--- config.mk ---
export PLATFORM = sky130hd
export DESIGN_NAME = axi_read_xbar
export DESIGN_NICKNAME = d
export VERILOG_FILES = /design/src/source/axi_pkg.sv /design/src/source/axi_r_if.sv /design/src/source/axi_ar_if.sv /design/src/source/axi_read_xbar.sv /design/src/source/r_router.sv /design/src/source/ar_router.sv /design/src/source/rr_arbiter.sv
export SDC_FILE = /design/constraint.sdc
export NUM_CORES = 1
export LEC_CHECK = 0
export ABC_AREA = 1
export BUFFER_PORTS_ARGS = -buffer_cell sky130_fd_sc_hd__buf_2
export CORE_AREA = 2 2 141 143
export DETAILED_ROUTE_END_ITERATION = 8
export DIE_AREA = 0 0 143 145
export PLACE_DENSITY = 0.37
export SLEW_MARGIN = 20
export SYNTH_ARGS = -nofsm -noshare
export SYNTH_HDL_FRONTEND = slang
export SYNTH_SLANG_ARGS = --single-unit
--- constraint.sdc ---
create_clock -name ACLK -period 4 [get_ports ACLK]
set_clock_uncertainty 0.1 [all_clocks]
set_input_delay 0.2 -clock ACLK [delete_from_list [all_inputs] [get_ports ACLK]]
set_output_delay 0.2 -clock ACLK [all_outputs]
set_load 0.01 [all_outputs]
--- src/source/axi_pkg.sv ---
package axi_pkg;

	// ==============================
	// Channel widths
	// ==============================
	localparam int ID_BITS    = 4;
	// Slave side carries the master index on top
	localparam int IDS_BITS   = ID_BITS + 1;
	localparam int ADDR_BITS  = 32;
	localparam int DATA_BITS  = 32;
	localparam int LEN_BITS   = 4;
	localparam int SIZE_BITS  = 3;
	localparam int BURST_BITS = 2;

	// ==============================
	// Types
	// ==============================
	typedef enum logic [1:0] {
		RESP_OKAY   = 2'b00,
		RESP_EXOKAY = 2'b01,
		RESP_SLVERR = 2'b10,
		RESP_DECERR = 2'b11
	} resp_e;

	// Arbiter phases of one read
	typedef enum logic [1:0] {
		ARB_IDLE = 2'd0,
		ARB_ADDR = 2'd1,
		ARB_DATA = 2'd2
	} arb_state_e;

endpackage
--- src/source/axi_r_if.sv ---
`timescale 1ns/100ps

interface axi_r_if #(
	parameter int ID_W = axi_pkg::ID_BITS
) ();

	logic [ID_W-1:0]                 id;
	logic [axi_pkg::DATA_BITS-1:0]   data;
	axi_pkg::resp_e                  resp;
	logic                            last;
	logic                            valid;
	logic                            ready;

	// Slave returns data
	modport slave (
		output id, data, resp, last, valid,
		input  ready
	);

	modport master (
		input  id, data, resp, last, valid,
		output ready
	);

endinterface

--- src/source/axi_ar_if.sv ---
`timescale 1ns/100ps

interface axi_ar_if #(
	parameter int ID_W = axi_pkg::ID_BITS
) ();

	logic [ID_W-1:0]                 id;
	logic [axi_pkg::ADDR_BITS-1:0]   addr;
	logic [axi_pkg::LEN_BITS-1:0]    len;
	logic [axi_pkg::SIZE_BITS-1:0]   size;
	logic [axi_pkg::BURST_BITS-1:0]  burst;
	logic                            valid;
	logic                            ready;

	modport master (
		output id, addr, len, size, burst, valid,
		input  ready
	);

	modport slave (
		input  id, addr, len, size, burst, valid,
		output ready
	);

	// Observe only, used by the arbiter
	modport monitor (
		input id, addr, len, size, burst, valid, ready
	);

endinterface

--- src/source/axi_read_xbar.sv ---
`timescale 1ns/100ps

module axi_read_xbar #(
	parameter logic [axi_pkg::ADDR_BITS-1:0] SLAVE1_BASE = 32'h0001_0000
) (
	input  logic                            ACLK,
	input  logic                            ARESETn,
	output logic [1:0]                      grant,

	// Masters
	input  logic [axi_pkg::ID_BITS-1:0]     m0_arid, m1_arid,
	input  logic [axi_pkg::ADDR_BITS-1:0]   m0_araddr, m1_araddr,
	input  logic [axi_pkg::LEN_BITS-1:0]    m0_arlen, m1_arlen,
	input  logic [axi_pkg::SIZE_BITS-1:0]   m0_arsize, m1_arsize,
	input  logic [axi_pkg::BURST_BITS-1:0]  m0_arburst, m1_arburst,
	input  logic                            m0_arvalid, m1_arvalid,
	output logic                            m0_arready, m1_arready,
	output logic [axi_pkg::ID_BITS-1:0]     m0_rid, m1_rid,
	output logic [axi_pkg::DATA_BITS-1:0]   m0_rdata, m1_rdata,
	output logic [1:0]                      m0_rresp, m1_rresp,
	output logic                            m0_rlast, m1_rlast,
	output logic                            m0_rvalid, m1_rvalid,
	input  logic                            m0_rready, m1_rready,

	// Slaves
	output logic [axi_pkg::IDS_BITS-1:0]    s0_arid, s1_arid,
	output logic [axi_pkg::ADDR_BITS-1:0]   s0_araddr, s1_araddr,
	output logic [axi_pkg::LEN_BITS-1:0]    s0_arlen, s1_arlen,
	output logic [axi_pkg::SIZE_BITS-1:0]   s0_arsize, s1_arsize,
	output logic [axi_pkg::BURST_BITS-1:0]  s0_arburst, s1_arburst,
	output logic                            s0_arvalid, s1_arvalid,
	input  logic                            s0_arready, s1_arready,
	input  logic [axi_pkg::IDS_BITS-1:0]    s0_rid, s1_rid,
	input  logic [axi_pkg::DATA_BITS-1:0]   s0_rdata, s1_rdata,
	input  logic [1:0]                      s0_rresp, s1_rresp,
	input  logic                            s0_rlast, s1_rlast,
	input  logic                            s0_rvalid, s1_rvalid,
	output logic                            s0_rready, s1_rready
);

	logic read_done;
	logic addr_phase;
	logic data_phase;

	axi_ar_if #(.ID_W(axi_pkg::ID_BITS))  m_ar [2] ();
	axi_r_if  #(.ID_W(axi_pkg::ID_BITS))  m_r [2] ();
	axi_ar_if #(.ID_W(axi_pkg::IDS_BITS)) s_ar [2] ();
	axi_r_if  #(.ID_W(axi_pkg::IDS_BITS)) s_r [2] ();

	// ==============================
	// Master 0
	// ==============================
	assign m_ar[0].id    = m0_arid;
	assign m_ar[0].addr  = m0_araddr;
	assign m_ar[0].len   = m0_arlen;
	assign m_ar[0].size  = m0_arsize;
	assign m_ar[0].burst = m0_arburst;
	assign m_ar[0].valid = m0_arvalid;
	assign m0_arready    = m_ar[0].ready;
	assign m0_rid        = m_r[0].id;
	assign m0_rdata      = m_r[0].data;
	assign m0_rresp      = m_r[0].resp;
	assign m0_rlast      = m_r[0].last;
	assign m0_rvalid     = m_r[0].valid;
	assign m_r[0].ready  = m0_rready;

	// Master 1
	assign m_ar[1].id    = m1_arid;
	assign m_ar[1].addr  = m1_araddr;
	assign m_ar[1].len   = m1_arlen;
	assign m_ar[1].size  = m1_arsize;
	assign m_ar[1].burst = m1_arburst;
	assign m_ar[1].valid = m1_arvalid;
	assign m1_arready    = m_ar[1].ready;
	assign m1_rid        = m_r[1].id;
	assign m1_rdata      = m_r[1].data;
	assign m1_rresp      = m_r[1].resp;
	assign m1_rlast      = m_r[1].last;
	assign m1_rvalid     = m_r[1].valid;
	assign m_r[1].ready  = m1_rready;

	// ==============================
	// Slave 0
	// ==============================
	assign s0_arid       = s_ar[0].id;
	assign s0_araddr     = s_ar[0].addr;
	assign s0_arlen      = s_ar[0].len;
	assign s0_arsize     = s_ar[0].size;
	assign s0_arburst    = s_ar[0].burst;
	assign s0_arvalid    = s_ar[0].valid;
	assign s_ar[0].ready = s0_arready;
	assign s_r[0].id     = s0_rid;
	assign s_r[0].data   = s0_rdata;
	assign s_r[0].resp   = axi_pkg::resp_e'(s0_rresp);
	assign s_r[0].last   = s0_rlast;
	assign s_r[0].valid  = s0_rvalid;
	assign s0_rready     = s_r[0].ready;

	// Slave 1
	assign s1_arid       = s_ar[1].id;
	assign s1_araddr     = s_ar[1].addr;
	assign s1_arlen      = s_ar[1].len;
	assign s1_arsize     = s_ar[1].size;
	assign s1_arburst    = s_ar[1].burst;
	assign s1_arvalid    = s_ar[1].valid;
	assign s_ar[1].ready = s1_arready;
	assign s_r[1].id     = s1_rid;
	assign s_r[1].data   = s1_rdata;
	assign s_r[1].resp   = axi_pkg::resp_e'(s1_rresp);
	assign s_r[1].last   = s1_rlast;
	assign s_r[1].valid  = s1_rvalid;
	assign s1_rready     = s_r[1].ready;

	rr_arbiter u_rr_arbiter (
		.ACLK       (ACLK),
		.ARESETn    (ARESETn),
		.m_ar       (m_ar),
		.read_done  (read_done),
		.grant      (grant),
		.addr_phase (addr_phase),
		.data_phase (data_phase)
	);

	ar_router #(
		.SLAVE1_BASE (SLAVE1_BASE)
	) u_ar_router (
		.grant      (grant),
		.addr_phase (addr_phase),
		.m_ar       (m_ar),
		.s_ar       (s_ar)
	);

	r_router u_r_router (
		.ACLK       (ACLK),
		.ARESETn    (ARESETn),
		.data_phase (data_phase),
		.s_r        (s_r),
		.m_r        (m_r),
		.read_done  (read_done)
	);

endmodule

--- src/source/r_router.sv ---
`timescale 1ns/100ps

module r_router (
	input  logic      ACLK,
	input  logic      ARESETn,
	input  logic      data_phase,
	axi_r_if.master   s_r [2],
	axi_r_if.slave    m_r [2],
	output logic      read_done
);

	logic [axi_pkg::IDS_BITS-1:0]  s_id [2];
	logic [axi_pkg::DATA_BITS-1:0] s_data [2];
	axi_pkg::resp_e                s_resp [2];
	logic [1:0]                    s_last;
	logic [1:0]                    s_valid;
	logic [1:0]                    s_ready;
	logic [1:0]                    m_valid;
	logic [1:0]                    m_ready;
	logic                          src;
	logic                          dst;
	logic                          fwd;
	logic                          beat;

	for (genvar i = 0; i < 2; i++) begin : g_slv
		assign s_id[i]      = s_r[i].id;
		assign s_data[i]    = s_r[i].data;
		assign s_resp[i]    = s_r[i].resp;
		assign s_last[i]    = s_r[i].last;
		assign s_valid[i]   = s_r[i].valid;
		assign s_r[i].ready = s_ready[i];
	end

	// ==============================
	// Source and destination
	// ==============================
	// Slave 0 wins if both are valid
	assign src  = ~s_valid[0];
	assign fwd  = data_phase & s_valid[src];
	assign dst  = s_id[src][axi_pkg::IDS_BITS-1];
	assign beat = fwd & m_ready[dst];

	assign m_valid   = {fwd & dst, fwd & ~dst};
	assign s_ready   = {2{fwd & m_ready[dst]}} & {src, ~src};
	assign read_done = beat & s_last[src];

	for (genvar k = 0; k < 2; k++) begin : g_mst
		assign m_r[k].valid = m_valid[k];
		// Top ID bit is stripped here
		assign m_r[k].id    = m_valid[k] ? s_id[src][axi_pkg::ID_BITS-1:0] : '0;
		assign m_r[k].data  = m_valid[k] ? s_data[src] : '0;
		assign m_r[k].resp  = m_valid[k] ? s_resp[src] : axi_pkg::RESP_OKAY;
		assign m_r[k].last  = m_valid[k] & s_last[src];
		assign m_ready[k]   = m_r[k].ready;
	end

	assert property (@(posedge ACLK) disable iff (!ARESETn) !(m_valid[0] && m_valid[1]))
		else $error("RVALID raised on both masters");

endmodule

--- src/source/ar_router.sv ---
`timescale 1ns/100ps

module ar_router #(
	parameter logic [axi_pkg::ADDR_BITS-1:0] SLAVE1_BASE = 32'h0001_0000
) (
	input  logic [1:0] grant,
	input  logic       addr_phase,
	axi_ar_if.slave    m_ar [2],
	axi_ar_if.master   s_ar [2]
);

	logic [axi_pkg::ID_BITS-1:0]    m_id [2];
	logic [axi_pkg::ADDR_BITS-1:0]  m_addr [2];
	logic [axi_pkg::LEN_BITS-1:0]   m_len [2];
	logic [axi_pkg::SIZE_BITS-1:0]  m_size [2];
	logic [axi_pkg::BURST_BITS-1:0] m_burst [2];
	logic [1:0]                     m_valid;
	logic [1:0]                     m_ready;
	logic [1:0]                     s_valid;
	logic [1:0]                     s_ready;
	logic                           sel;
	logic                           go;
	logic                           to_s1;

	for (genvar i = 0; i < 2; i++) begin : g_mst
		assign m_id[i]       = m_ar[i].id;
		assign m_addr[i]     = m_ar[i].addr;
		assign m_len[i]      = m_ar[i].len;
		assign m_size[i]     = m_ar[i].size;
		assign m_burst[i]    = m_ar[i].burst;
		assign m_valid[i]    = m_ar[i].valid;
		assign m_ar[i].ready = m_ready[i];
	end

	// ==============================
	// Master select and decode
	// ==============================
	assign sel   = grant[1];
	assign go    = addr_phase & m_valid[sel];
	assign to_s1 = (m_addr[sel] >= SLAVE1_BASE);

	assign s_valid = {go & to_s1, go & ~to_s1};

	// Ready back to the granted master only
	assign m_ready = {2{go & s_ready[to_s1]}} & grant;

	for (genvar j = 0; j < 2; j++) begin : g_slv
		assign s_ar[j].valid = s_valid[j];
		// Master index goes on top of the ID
		assign s_ar[j].id    = s_valid[j] ? {sel, m_id[sel]} : '0;
		assign s_ar[j].addr  = s_valid[j] ? m_addr[sel] : '0;
		assign s_ar[j].len   = s_valid[j] ? m_len[sel] : '0;
		assign s_ar[j].size  = s_valid[j] ? m_size[sel] : '0;
		assign s_ar[j].burst = s_valid[j] ? m_burst[sel] : '0;
		assign s_ready[j]    = s_ar[j].ready;
	end

	always_comb begin
		assert (!(s_valid[0] && s_valid[1]))
			else $error("ARVALID raised on both slaves");
	end

endmodule

--- src/source/rr_arbiter.sv ---
`timescale 1ns/100ps

module rr_arbiter (
	input  logic       ACLK,
	input  logic       ARESETn,
	axi_ar_if.monitor  m_ar [2],
	input  logic       read_done,
	output logic [1:0] grant,
	output logic       addr_phase,
	output logic       data_phase
);

	axi_pkg::arb_state_e state;
	logic [1:0]          req;
	logic [1:0]          ar_hs;
	logic                prio;
	logic                winner;
	logic                gidx;

	for (genvar i = 0; i < 2; i++) begin : g_mon
		assign req[i]   = m_ar[i].valid;
		assign ar_hs[i] = m_ar[i].valid & m_ar[i].ready;
	end

	// Tie goes to the priority master
	assign winner = (req[0] & req[1]) ? prio : req[1];
	assign gidx   = grant[1];

	// ==============================
	// Grant FSM
	// ==============================
	always_ff @(posedge ACLK or negedge ARESETn) begin
		if (!ARESETn) begin
			state <= axi_pkg::ARB_IDLE;
			grant <= 2'b00;
			prio  <= 1'b0;
		end else begin
			case (state)
				axi_pkg::ARB_IDLE: begin
					if (|req) begin
						state <= axi_pkg::ARB_ADDR;
						grant <= winner ? 2'b10 : 2'b01;
						// Other master first next time
						prio  <= ~winner;
					end
				end
				axi_pkg::ARB_ADDR: begin
					if (ar_hs[gidx]) begin
						state <= axi_pkg::ARB_DATA;
					end
				end
				axi_pkg::ARB_DATA: begin
					if (read_done) begin
						state <= axi_pkg::ARB_IDLE;
						grant <= 2'b00;
					end
				end
				default: begin
					state <= axi_pkg::ARB_IDLE;
					grant <= 2'b00;
				end
			endcase
		end
	end

	assign addr_phase = (state == axi_pkg::ARB_ADDR);
	assign data_phase = (state == axi_pkg::ARB_DATA);

	assert property (@(posedge ACLK) disable iff (!ARESETn) $onehot0(grant))
		else $error("grant is not zero or one-hot: %b", grant);

	// Locked from address phase until the last beat
	assert property (@(posedge ACLK) disable iff (!ARESETn)
		(state != axi_pkg::ARB_IDLE && !read_done) |=> $stable(grant))
		else $error("grant changed during a read");

endmodule

==> results of run 1 <==
cell type report:
type                            instances  area [sq um]
Antenna cell                            2         5.005
Clock buffer                            4         78.83
Fill cell                            2220         15050
Inverter                               16         62.56
Multi-Input combinational cell        342          1785
Sequential cell                         5         126.4
Tap cell                              265         331.6
Timing Repair Buffer                  349          1764
placed cells by master, fill, tap and decap left out, drive strengths merged, types with 2 or more instances in the layout:
master  count
diode       2
mux2i      68
nand2      66
conb       16
a21oi      17
nand3       6
nor2      160
inv        16
o21ai       5
dfrtp       5
clkbuf      4
buf       348
synth_stat cells, types with 2 or more instances:
library cell and count:
inv_1 13, a21oi_1 17, dfrtp_1 5, nor2_1 148, nand3_1 6, nand2_1 66
buf_2 5, o21ai_0 5, nor2_2 12, buf_6 5, buf_4 21, buf_1 2
inv_2 2, clkbuf_1 9, mux2i_1 68
final timing paths:
path                                                endpoint                               from  slack, ns
setup / recovery                               s0_araddr[12]  u_rr_arbiter.grant[1]$_DFFE_PN0P_       1.13
setup reg to reg           u_rr_arbiter.state[0]$_DFFE_PN0P_  u_rr_arbiter.grant[1]$_DFFE_PN0P_       1.80
hold reg to reg                u_rr_arbiter.prio$_DFFE_PN0P_      u_rr_arbiter.prio$_DFFE_PN0P_       0.38
hold / removal             u_rr_arbiter.grant[0]$_DFFE_PN0P_                            ARESETn       0.22
max in group asynchronous  u_rr_arbiter.grant[1]$_DFFE_PN0P_                            ARESETn       3.44
min in group ACLK          u_rr_arbiter.state[0]$_DFFE_PN0P_                         m0_arvalid       0.23
power by group through the flow:
stage / Clock (mW) / Sequential, mW / Combinational, mW
6_report: 0.165 / 0.110 / 1.00
5_1_grt: 0.171 / 0.117 / 1.11
3_5_place_dp: 0 / 0.113 / 1.03
2_1_floorplan: 0 / 0.0936 / 0.678
4_1_cts: 0.168 / 0.112 / 1.03
3_3_place_gp: 0 / 0.112 / 1.03
logic make-up after synthesis:
group / count (synthesis)
buffers and inverters: 58
other: 1
flip-flops: 5
multiplexers: 68
AND/OR/NAND/NOR: 235
AO/OA/AOI/OAI: 23
routing by layer:
metal,GRT usage,vias to the layer above
li1,-,1859
met1,0.1179,1525
met2,0.2282,223
met3,0.03003,4
met4,0.008911,0
met5,0,-
flip-flops by register name, indices dropped and copies added (netlist names):
signal and cells:
u_rr_arbiter.grant 2, u_rr_arbiter.prio 1, u_rr_arbiter.state 2
metrics by stage:
stage | hold WS (ns) | utilization | cells
after floorplan | -0.1956 | - | 405
after global placement | -0.07589 | 0.2114 | 976
after detailed placement | -0.07681 | 0.2114 | 976
after CTS | 0.2245 | 0.2160 | 981
after global routing | 0.2561 | 0.2161 | 982
final | 0.2174 | 0.2163 | 983
==> metrics.txt, run 1 <==
status=complete, no violations; Switching Fraction=0.5365; EDFF count, synth=0; Seq pwr share=0.086; wire per inst=13.41 um; Net Sw Power=0.6845 mW; area grow syn2layout=89.07%; Data required, critical path=3.70 ns; HP Class=in -> async; Syn Area/Cell=5.634 sq um; Yosys cell types=21; register clock-pin slew on the reported worst setup and hold paths=0.03 ns; grt ovf=0; Die Y=145 um; Hold Buf Count CTS=1; uppermost layer routed=met4; final wirelength=13180 um; CP Capture Type=output port; Hold Vio Cnt, Final=0; RD Place Congestion=0.7685; clk root buf=clkbuf_16; share of total power in the clock network=0.129; Final Worst Setup Slack=1.126 ns; Logic pwr share=0.785; first-pass iteration count of the detailed router=4; crit-path max FO=30; FF+latch count, synth=5; Fmax achieved=0.3479 GHz; Crit-path slowest cell=dfrtp_2; via count=3611; CTS H-tree depth=1; num ports=360; first-pass GRT wire length=18460 um; CTS sink count=5; Post CTS Setup Buffer Count=0; crit path launch type=flip-flop; # port buffers=343; placed inst area=4060 sq um; kind of critical path=reg -> out; largest family of logic cells by synthesized area=simple AND/OR/NAND/NOR gates; Die ar.=20740 sq um; Initial DRC Count=113; WL met1=4864 um; share of synthesized registers carrying an async set or reset=1.000; RSZ-0062 raised after global routing=no; CTS tree=done; Max Cap Violations=0; CP max stage delay=0.58 ns; Max clock buf depth=2; complex-gate fraction of the synthesized area=0.05353; XOR/XNOR Fraction of Synth Area=0; P_int=0.5914 mW; top cells by area, synth=mux2i_1 31%, nor2_1 25%, nand2_1 11%; clock latency on the worst-skew pair=0.23 ns; mapped cell area=2197 sq um; CTS Buf Count=3; Simple-Gate Fraction of Synth Area=0.4220; initial core utilization=0.1144; adder-cell area share of the yosys netlist=0; Post-DP HPWL=11420 um; met2 wire length=6850 um; Routed Antenna Nets=0; largest net degree at the start of global routing=47; mux share of post-synthesis cell area=0.3098; die width=143 um; Worst Max-Slew Pin Slew=0.7737 ns; CP Cell Sequence=buf_4 > nand2_1 > nand2_1 > nor2_1 > nand2_1 > nor2_2 > nand2_1 > nor2_2 > inv_2 > nor2_1 > buf_2; CP Depth=11; cells after synthesis=390; prevailing post-synth register cell=dfrtp_1; Tmin final=2.874 ns; vias in the first global route=3445; sequential-to-total area share from yosys stat=0.05695; Max transition margin=0.4836; drt drc=0; VDD IR-drop max=0.1236 mV; R2R cell count=12; crit share post-route=0.7185; crit-path most repeated cell=nand2_1; largest delay contributor family on the critical path=buffers and inverters; # setup viols final=0; PD cells=307.2 nW/um^2; post-synth top area share=0.3098; warnings from Yosys=0; # resized after CTS=0; layout net count=897; Worst Path Buf+Inv=3; Worst Path Arrival=2.57 ns; layout cell share with drive strength beyond 1=0.5140; number of core rows=51; Synth area leader=mux2i_1; max-slew violations=0; initial antenna violation count=2; Design Area, Final=4154 sq um; setup TNS=0 ns; Core Footprint=19210 sq um; GR Util All Layers=0.1130; vias per cell=3.673; met3 wire len=1423 um; DP Worst Slack=1.282 ns; Power, Total=1.276 mW; Leakage=2.768 nW
Power figures use the tool's default switching activity.
==> inputs of run 2 (changes only) <==
--- a/config.mk
+++ b/config.mk
@@ -5,12 +5,12 @@
 export SDC_FILE = /design/constraint.sdc
 export NUM_CORES = 1
 export LEC_CHECK = 0
-export ABC_AREA = 1
+export ABC_AREA = 0
 export BUFFER_PORTS_ARGS = -buffer_cell sky130_fd_sc_hd__buf_2
-export CORE_AREA = 2 2 141 143
+export CORE_AREA = 2 2 138 140
 export DETAILED_ROUTE_END_ITERATION = 8
-export DIE_AREA = 0 0 143 145
-export PLACE_DENSITY = 0.37
+export DIE_AREA = 0 0 140 142
+export PLACE_DENSITY = 0.41
 export SLEW_MARGIN = 20
 export SYNTH_ARGS = -nofsm -noshare
 export SYNTH_HDL_FRONTEND = slang
==> constraint.sdc (replaced) <==
create_clock -name ACLK -period 3 [get_ports ACLK]
set_clock_uncertainty 0.1 [all_clocks]
set_input_delay 0.15 -clock ACLK [delete_from_list [all_inputs] [get_ports ACLK]]
set_output_delay 0.15 -clock ACLK [all_outputs]
set_load 0.01 [all_outputs]
==> metrics.txt, run 2 <==
most common cell in the synthesized netlist=nand3_1 (was nor2_1); uppermost layer routed=met5 (was met4); Tmin final=2.485 ns; grt ovf=0 (unchanged); Routed Antenna Nets=0 (unchanged); most common cell after layout, fill and taps aside=buf_2 (unchanged); GR Util All Layers=0.1500 (was 0.1130); crit share post-route=0.8284; Die ar.=19880 sq um (was 20740 sq um); Yosys cell types=37 (was 21); num ports=360 (unchanged); first-pass GRT wire length=23750 um (was 18460 um); Post-DP HPWL=13360 um (was 11420 um); Hold Path Cell Cnt=3; largest registers=u_rr_arbiter.grant x2, u_rr_arbiter.state x2, u_rr_arbiter.prio x1 (unchanged); initial antenna violation count=4 (was 2); mapped cell area=2669 sq um (was 2197 sq um); drt drc=23 (was 0); layout cell share with drive strength beyond 1=0.4791 (was 0.5140); VDD IR-drop max=0.2721 mV (was 0.1236 mV); met2 wire length=8519 um (was 6850 um); first-pass iteration count of the detailed router=9 (was 4); Initial DRC Count=235 (was 113); status=complete, but fails checks (was complete, no violations); Data required, critical path=2.75 ns (was 3.70 ns); CTS Buf Count=3 (unchanged); wire per inst=16.42 um (was 13.41 um); register clock-pin slew on the reported worst setup and hold paths=0.03 ns (about the same); CP Cell Sequence=nor2b_1 > o21ai_4 > buf_4 > a21oi_1 > buf_2 (was buf_4 > nand2_1 > nand2_1 > nor2_1 > nand2_1 > nor2_2 > nand2_1 > nor2_2 > inv_2 > nor2_1 > buf_2); die width=140 um (was 143 um); largest net degree at the start of global routing=77 (was 47); post-synth top area share=0.2138 (was 0.3098); Reg2Reg Launch Point=u_rr_arbiter.state[1]$_DFFE_PN0P_ (was u_rr_arbiter.grant[1]$_DFFE_PN0P_); Synth area leader=mux2i_1 (unchanged); clk root buf=clkbuf_16 (unchanged); clock latency on the worst-skew pair=0.23 ns (about the same); Reg2Reg Capture Point=u_rr_arbiter.state[1]$_DFFE_PN0P_ (was u_rr_arbiter.state[0]$_DFFE_PN0P_); top cells by area, synth=mux2i_1 21%, nand3_1 20%, nor2_1 15% (was mux2i_1 31%, nor2_1 25%, nand2_1 11%); crit path launch type=flip-flop (unchanged); Post CTS Setup Buffer Count=0 (unchanged); CTS tree=done (unchanged); initial core utilization=0.1446 (was 0.1144); RD Place Congestion=0.7620 (was 0.7685); R2R Setup Slk=1.31 ns (was 1.80 ns); Worst Max-Slew Pin Slew=0.8662 ns (was 0.7737 ns); kind of critical path=reg -> out (unchanged); sequential-to-total area share from yosys stat=0.04688 (was 0.05695); vias per cell=4.485 (was 3.673); Hold Vio Cnt, Final=0 (unchanged); final wirelength=16400 um (was 13180 um); R2R cell count=4 (was 12); warnings from Yosys=0 (unchanged); Core Footprint=18460 sq um (was 19210 sq um); CTS H-tree depth=1 (unchanged); crit-path max FO=67 (was 30); most frequent cells in the layout=343 x buf_2, 108 x nand3_1, 104 x nor2_1 (was 343 x buf_2, 148 x nor2_1, 68 x mux2i_1); HP Class=in -> reg (was in -> async); Power, Total=1.976 mW (was 1.276 mW); # setup viols final=0 (unchanged); layout net count=945 (was 897); share of synthesized registers carrying an async set or reset=1.000 (unchanged); prevailing post-synth register cell=dfrtp_1 (unchanged); EDFF count, synth=0 (unchanged); vias in the first global route=4282 (was 3445); Worst Path Arrival=2.24 ns (was 2.57 ns); via count=4481 (was 3611); CP max stage delay=0.46 ns (was 0.58 ns); CP Capture Type=output port (unchanged); Die Y=142 um (was 145 um); FF+latch count, synth=5 (unchanged); # port buffers=343 (unchanged); Max Cap Violations=0 (unchanged); Max clock buf depth=2 (unchanged); max-slew violations=0 (unchanged); Synth top cells by count=108 x nand3_1, 104 x nor2_1, 57 x mux2i_1, 54 x a21oi_1, 21 x buf_2 (was 148 x nor2_1, 68 x mux2i_1, 66 x nand2_1, 21 x buf_4, 17 x a21oi_1); number of core rows=50 (was 51); PD cells=428.9 nW/um^2 (was 307.2 nW/um^2); setup TNS=0 ns (unchanged); DP Cell Count=993 (was 976); RSZ-0062 raised after global routing=no (unchanged); worst setup path startpoint=u_rr_arbiter.state[1]$_DFFE_PN0P_ (was u_rr_arbiter.grant[1]$_DFFE_PN0P_); Leakage=2.638 nW (was 2.768 nW); worst setup path end=s0_araddr[12] (unchanged); Worst Hold Margin=0.1429 ns (was 0.2174 ns); area grow syn2layout=72.62% (was 89.07%); met3 wire len=1316 um (was 1423 um); Syn Area/Cell=5.866 sq um (was 5.634 sq um); WL met1=6400 um (was 4864 um); Max transition margin=0.4225 (was 0.4836); violated checks=DRC; Finished Core Util=0.2496 (was 0.2163); Fmax achieved=0.4024 GHz; Crit-path slowest cell=dfrtp_1 (was dfrtp_2); cells after synthesis=455 (was 390); CTS sink count=5 (unchanged); final std cells w/o fill=999 (was 983)
run 2: layout make-up:
class	instances	area, sq um
multi-input combinational	397	2273
sequential	5	126.4
fill	2156	13850
tap	234	292.8
clock buffer	4	78.83
antenna	1	2.502
inverter	3	11.26
timing repair buffer	355	1822
run 2: worst max-delay path, delay by kind of cell, from the launching register on:
family,cells,cell delay [ns]
buf+inv,2,0.54
compound gates,2,0.52
flops,1,0.46
simple gates,1,0.42
run 2: cells by family (layout without fill, tap and decap cells):
family	Yosys count	count (layout)	synth area share
mux	60	60	0.2274
simple gates	247	247	0.4280
flops	5	5	0.04688
compound gates	74	74	0.1655
buf+inv	68	362	0.1308
other cells	1	17	0.001405
run 2: how the worst min path moves through the flow:
stage / startpoint / to
global placement: ARESETn / u_rr_arbiter.grant[0]$_DFFE_PN0P_
floorplan: ARESETn / u_rr_arbiter.grant[0]$_DFFE_PN0P_
global route: m0_arvalid / u_rr_arbiter.prio$_DFFE_PN0P_
finish: m0_arvalid / u_rr_arbiter.prio$_DFFE_PN0P_
CTS: m0_arvalid / u_rr_arbiter.prio$_DFFE_PN0P_
detailed placement: ARESETn / u_rr_arbiter.grant[0]$_DFFE_PN0P_
run 2: what timing repair did:
action | CTS | global route
resized for setup | 0 | 0
endpoints found under the hold margin | 5 | 0
hold buffers | 1 | 0
run 2: report_power, final:
| part | switching (mW) | internal [mW] | leakage, nW |
|---|---|---|---|
| registers | 0.0478 | 0.0999 | 0.0596 |
| logic | 1.02 | 0.587 | 2.54 |
| clock network | 0.0414 | 0.176 | 0.0382 |
| total | 1.11 | 0.863 | 2.64 |
run 2: routing by layer:
layer	vias up	global-route usage
li1	2204	-
met1	2038	0.1734
met2	224	0.2906
met3	13	0.02995
met4	2	0.02233
met5	-	0
run 2: metrics by stage:
step | instance area, sq um | worst slack [ns]
detailed placement | 4516 | 0.6887
CTS | 4604 | 0.4959
global route | 4607 | 0.3397
finish | 4607 | 0.5147
floorplan | 2725 | 1.347
global placement | 4516 | 0.7240
==> inputs of run 3 (changes only) <==
--- a/config.mk
+++ b/config.mk
@@ -5,12 +5,12 @@
 export SDC_FILE = /design/constraint.sdc
 export NUM_CORES = 1
 export LEC_CHECK = 0
-export ABC_AREA = 0
+export ABC_AREA = 1
 export BUFFER_PORTS_ARGS = -buffer_cell sky130_fd_sc_hd__buf_2
-export CORE_AREA = 2 2 138 140
+export CORE_AREA = 2 2 139 141
 export DETAILED_ROUTE_END_ITERATION = 8
-export DIE_AREA = 0 0 140 142
-export PLACE_DENSITY = 0.41
+export DIE_AREA = 0 0 141 143
+export PLACE_DENSITY = 0.38
 export SLEW_MARGIN = 20
 export SYNTH_ARGS = -nofsm -noshare
 export SYNTH_HDL_FRONTEND = slang
==> constraint.sdc (replaced) <==
create_clock -name ACLK -period 2.39 [get_ports ACLK]
set_clock_uncertainty 0.1 [all_clocks]
set_input_delay 0.1195 -clock ACLK [delete_from_list [all_inputs] [get_ports ACLK]]
set_output_delay 0.1195 -clock ACLK [all_outputs]
set_load 0.01 [all_outputs]
==> metrics.txt, run 3 (same netlist as run 1, synthesis figures left out) <==
RSZ-0062 raised after global routing=yes (was no); largest registers=u_rr_arbiter.grant x2, u_rr_arbiter.state x2, u_rr_arbiter.prio x1 (unchanged); grt ovf=0 (unchanged); CTS Buf Count=3 (unchanged); Initial DRC Count=46 (was 235); Data required, critical path=2.17 ns (was 2.75 ns); layout cell share with drive strength beyond 1=0.6253 (was 0.4791); share of total power in the clock network=0.097 (was 0.110); initial core utilization=0.1182 (was 0.1446); Max clock buf depth=2 (unchanged); CTS sink count=5 (unchanged); placed inst area=4089 sq um (was 4516 sq um); wire per inst=14.84 um (was 16.42 um); first-pass iteration count of the detailed router=4 (was 9); CTS tree=done (unchanged); CTS H-tree depth=1 (unchanged); Hold Crit Start=m0_arvalid (unchanged); Max transition margin=0.5620 (was 0.4225); largest net degree at the start of global routing=40 (was 77); Max Cap Violations=0 (unchanged); clk root buf=clkbuf_16 (unchanged); Net Sw Power=1.497 mW (was 1.113 mW); area occupied by multi-input gates=2052 sq um (was 2273 sq um); Hold Path Cell Cnt=3 (unchanged); crit path launch type=flip-flop (unchanged); Worst Max-Slew Pin Slew=0.6388 ns (was 0.8662 ns); via count=3812 (was 4481); DP Worst Slack=0.1012 ns (was 0.6887 ns); first-pass GRT wire length=19550 um (was 23750 um); VDD IR-drop max=0.2146 mV (was 0.2721 mV); FF/Latch Area=126.4 sq um (unchanged); most frequent cells in the layout=334 x buf_2, 110 x nor2_1, 68 x mux2i_1 (was 343 x buf_2, 108 x nand3_1, 104 x nor2_1); Die ar.=20160 sq um (was 19880 sq um); number of core rows=50 (unchanged); layout net count=923 (was 945); Post-DP HPWL=11930 um (was 13360 um); Hold Vio Cnt, Final=0 (unchanged); violated checks=setup timing (was DRC); Design Area, Final=4820 sq um (was 4607 sq um); area grow syn2layout=119.4% (was 72.62%); fill cell count=2143 (was 2156); die width=141 um (was 140 um); RD Place Congestion=0.7679 (was 0.7620); clock latency on the worst-skew pair=0.23 ns (about the same); CP Capture Type=output port (unchanged); most common cell after layout, fill and taps aside=buf_2 (unchanged); Die Y=143 um (was 142 um); max-slew violations=0 (unchanged); WHS Endpoint=u_rr_arbiter.state[0]$_DFFE_PN0P_ (was u_rr_arbiter.prio$_DFFE_PN0P_); GR Util All Layers=0.1255 (was 0.1500); vias per cell=3.894 (was 4.485); Switching Fraction=0.5146 (was 0.5632); R2R Setup Slk=0.40 ns (was 1.31 ns); Final Worst Setup Slack=-0.03158 ns (was 0.5147 ns); # port buffers=343 (unchanged); PD cells=603.5 nW/um^2 (was 428.9 nW/um^2); crit share post-route=1.013; Reg2Reg Capture Point=u_rr_arbiter.state[0]$_DFFE_PN0P_ (was u_rr_arbiter.state[1]$_DFFE_PN0P_); Logic pwr share=0.847 (was 0.815); R2R cell count=14 (was 4); status=complete, but fails checks (unchanged); num ports=360 (unchanged); P_int=1.412 mW (was 0.8632 mW); crit-path max FO=8 (was 67); kind of critical path=reg -> out (unchanged); Tmin final=2.422 ns; Core Footprint=18580 sq um (was 18460 sq um); Seq pwr share=0.056 (was 0.075); Routed Antenna Nets=0 (unchanged); Worst Path Arrival=2.20 ns (was 2.24 ns); vias in the first global route=3505 (was 4282); final wirelength=14530 um (was 16400 um); initial antenna violation count=3 (was 4); # setup viols final=8 (was 0); Leakage=2.982 nW (was 2.638 nW); register clock-pin slew on the reported worst setup and hold paths=0.03 ns (about the same); Reg2Reg Launch Point=u_rr_arbiter.grant[1]$_DFFE_PN0P_ (was u_rr_arbiter.state[1]$_DFFE_PN0P_); HP Class=in -> reg (unchanged); Fmax achieved=0.4130 GHz; drt drc=0 (was 23)
## run 3: layout make-up
cell class,instances,share of cell area
antenna,3,0.001558
clock buffer,4,0.01636
inverter,16,0.02285
multi-input combinational,342,0.4258
sequential,5,0.02622
tap,234,0.06075
timing repair buffer,370,0.4354
timing repair inverter,5,0.01116
## run 3: per-layer routing
metal,up-vias,global-route usage,share of wire
met5,-,0,0.0011
met4,2,0.01421,0.0017
met3,5,0.02850,0.084
met2,215,0.2537,0.54
met1,1674,0.1360,0.37
li1,1916,-,-
## run 3: stage by stage
stage | total power [mW] | hold slack (ns) | cells | utilization | TNS (ns)
floorplan | 1.291 | -0.2761 | 405 | - | 0
detailed placement | 2.005 | -0.1568 | 949 | 0.2201 | 0
global route | 3.146 | 0.1468 | 977 | 0.2591 | -5.381
finish | 2.908 | 0.1225 | 979 | 0.2594 | -0.09078
global placement | 2.017 | -0.1537 | 949 | 0.2201 | 0
CTS | 2.676 | 0.1272 | 971 | 0.2429 | -0.1173
## run 3: power groups by stage
stage / combinational [mW] / clock (mW) / sequential (mW)
after floorplan: 1.13 / 0 / 0.157
after detailed placement: 1.84 / 0 / 0.165
after global routing: 2.68 / 0.297 / 0.171
after CTS: 2.22 / 0.288 / 0.170
final: 2.46 / 0.281 / 0.163
after global placement: 1.85 / 0 / 0.164
## run 3: worst max-delay path by stage
stage	start	endpoint	slack [ns]	depth (start not counted)
after floorplan	u_rr_arbiter.grant[1]$_DFFE_PN0P_	s1_araddr[21]	0.41	9
after global placement	u_rr_arbiter.grant[1]$_DFFE_PN0P_	s0_araddr[12]	0.06	11
after detailed placement	u_rr_arbiter.grant[1]$_DFFE_PN0P_	s0_araddr[12]	0.10	11
after CTS	u_rr_arbiter.grant[1]$_DFFE_PN0P_	s0_arid[2]	-0.03	13
after global routing	u_rr_arbiter.grant[1]$_DFFE_PN0P_	s0_araddr[12]	-0.17	14
final	u_rr_arbiter.grant[1]$_DFFE_PN0P_	s0_araddr[12]	-0.03	14
## run 3: worst max-delay path, cell delays in order (launching register included)
cell	delay [ns]
dfrtp_2	0.44
buf_12	0.15
buf_12	0.12
inv_16	0.04
nand2_2	0.06
nand2_2	0.05
nor2_2	0.08
nand2_1	0.07
nor2_2	0.15
nand2_2	0.09
buf_6	0.13
nor2_4	0.12
bufinv_16	0.22
nor2_4	0.12
buf_6	0.12
## run 3: what timing repair did
action | in CTS | in global routing
hold endpoints to repair | 5 | 0
cloned | 7 | 0
endpoints found under the setup margin | 55 | 76
hold buffers | 1 | 0
resized for setup | 47 | 81
buffers inserted | 10 | 6
pin swaps | 11 | 15
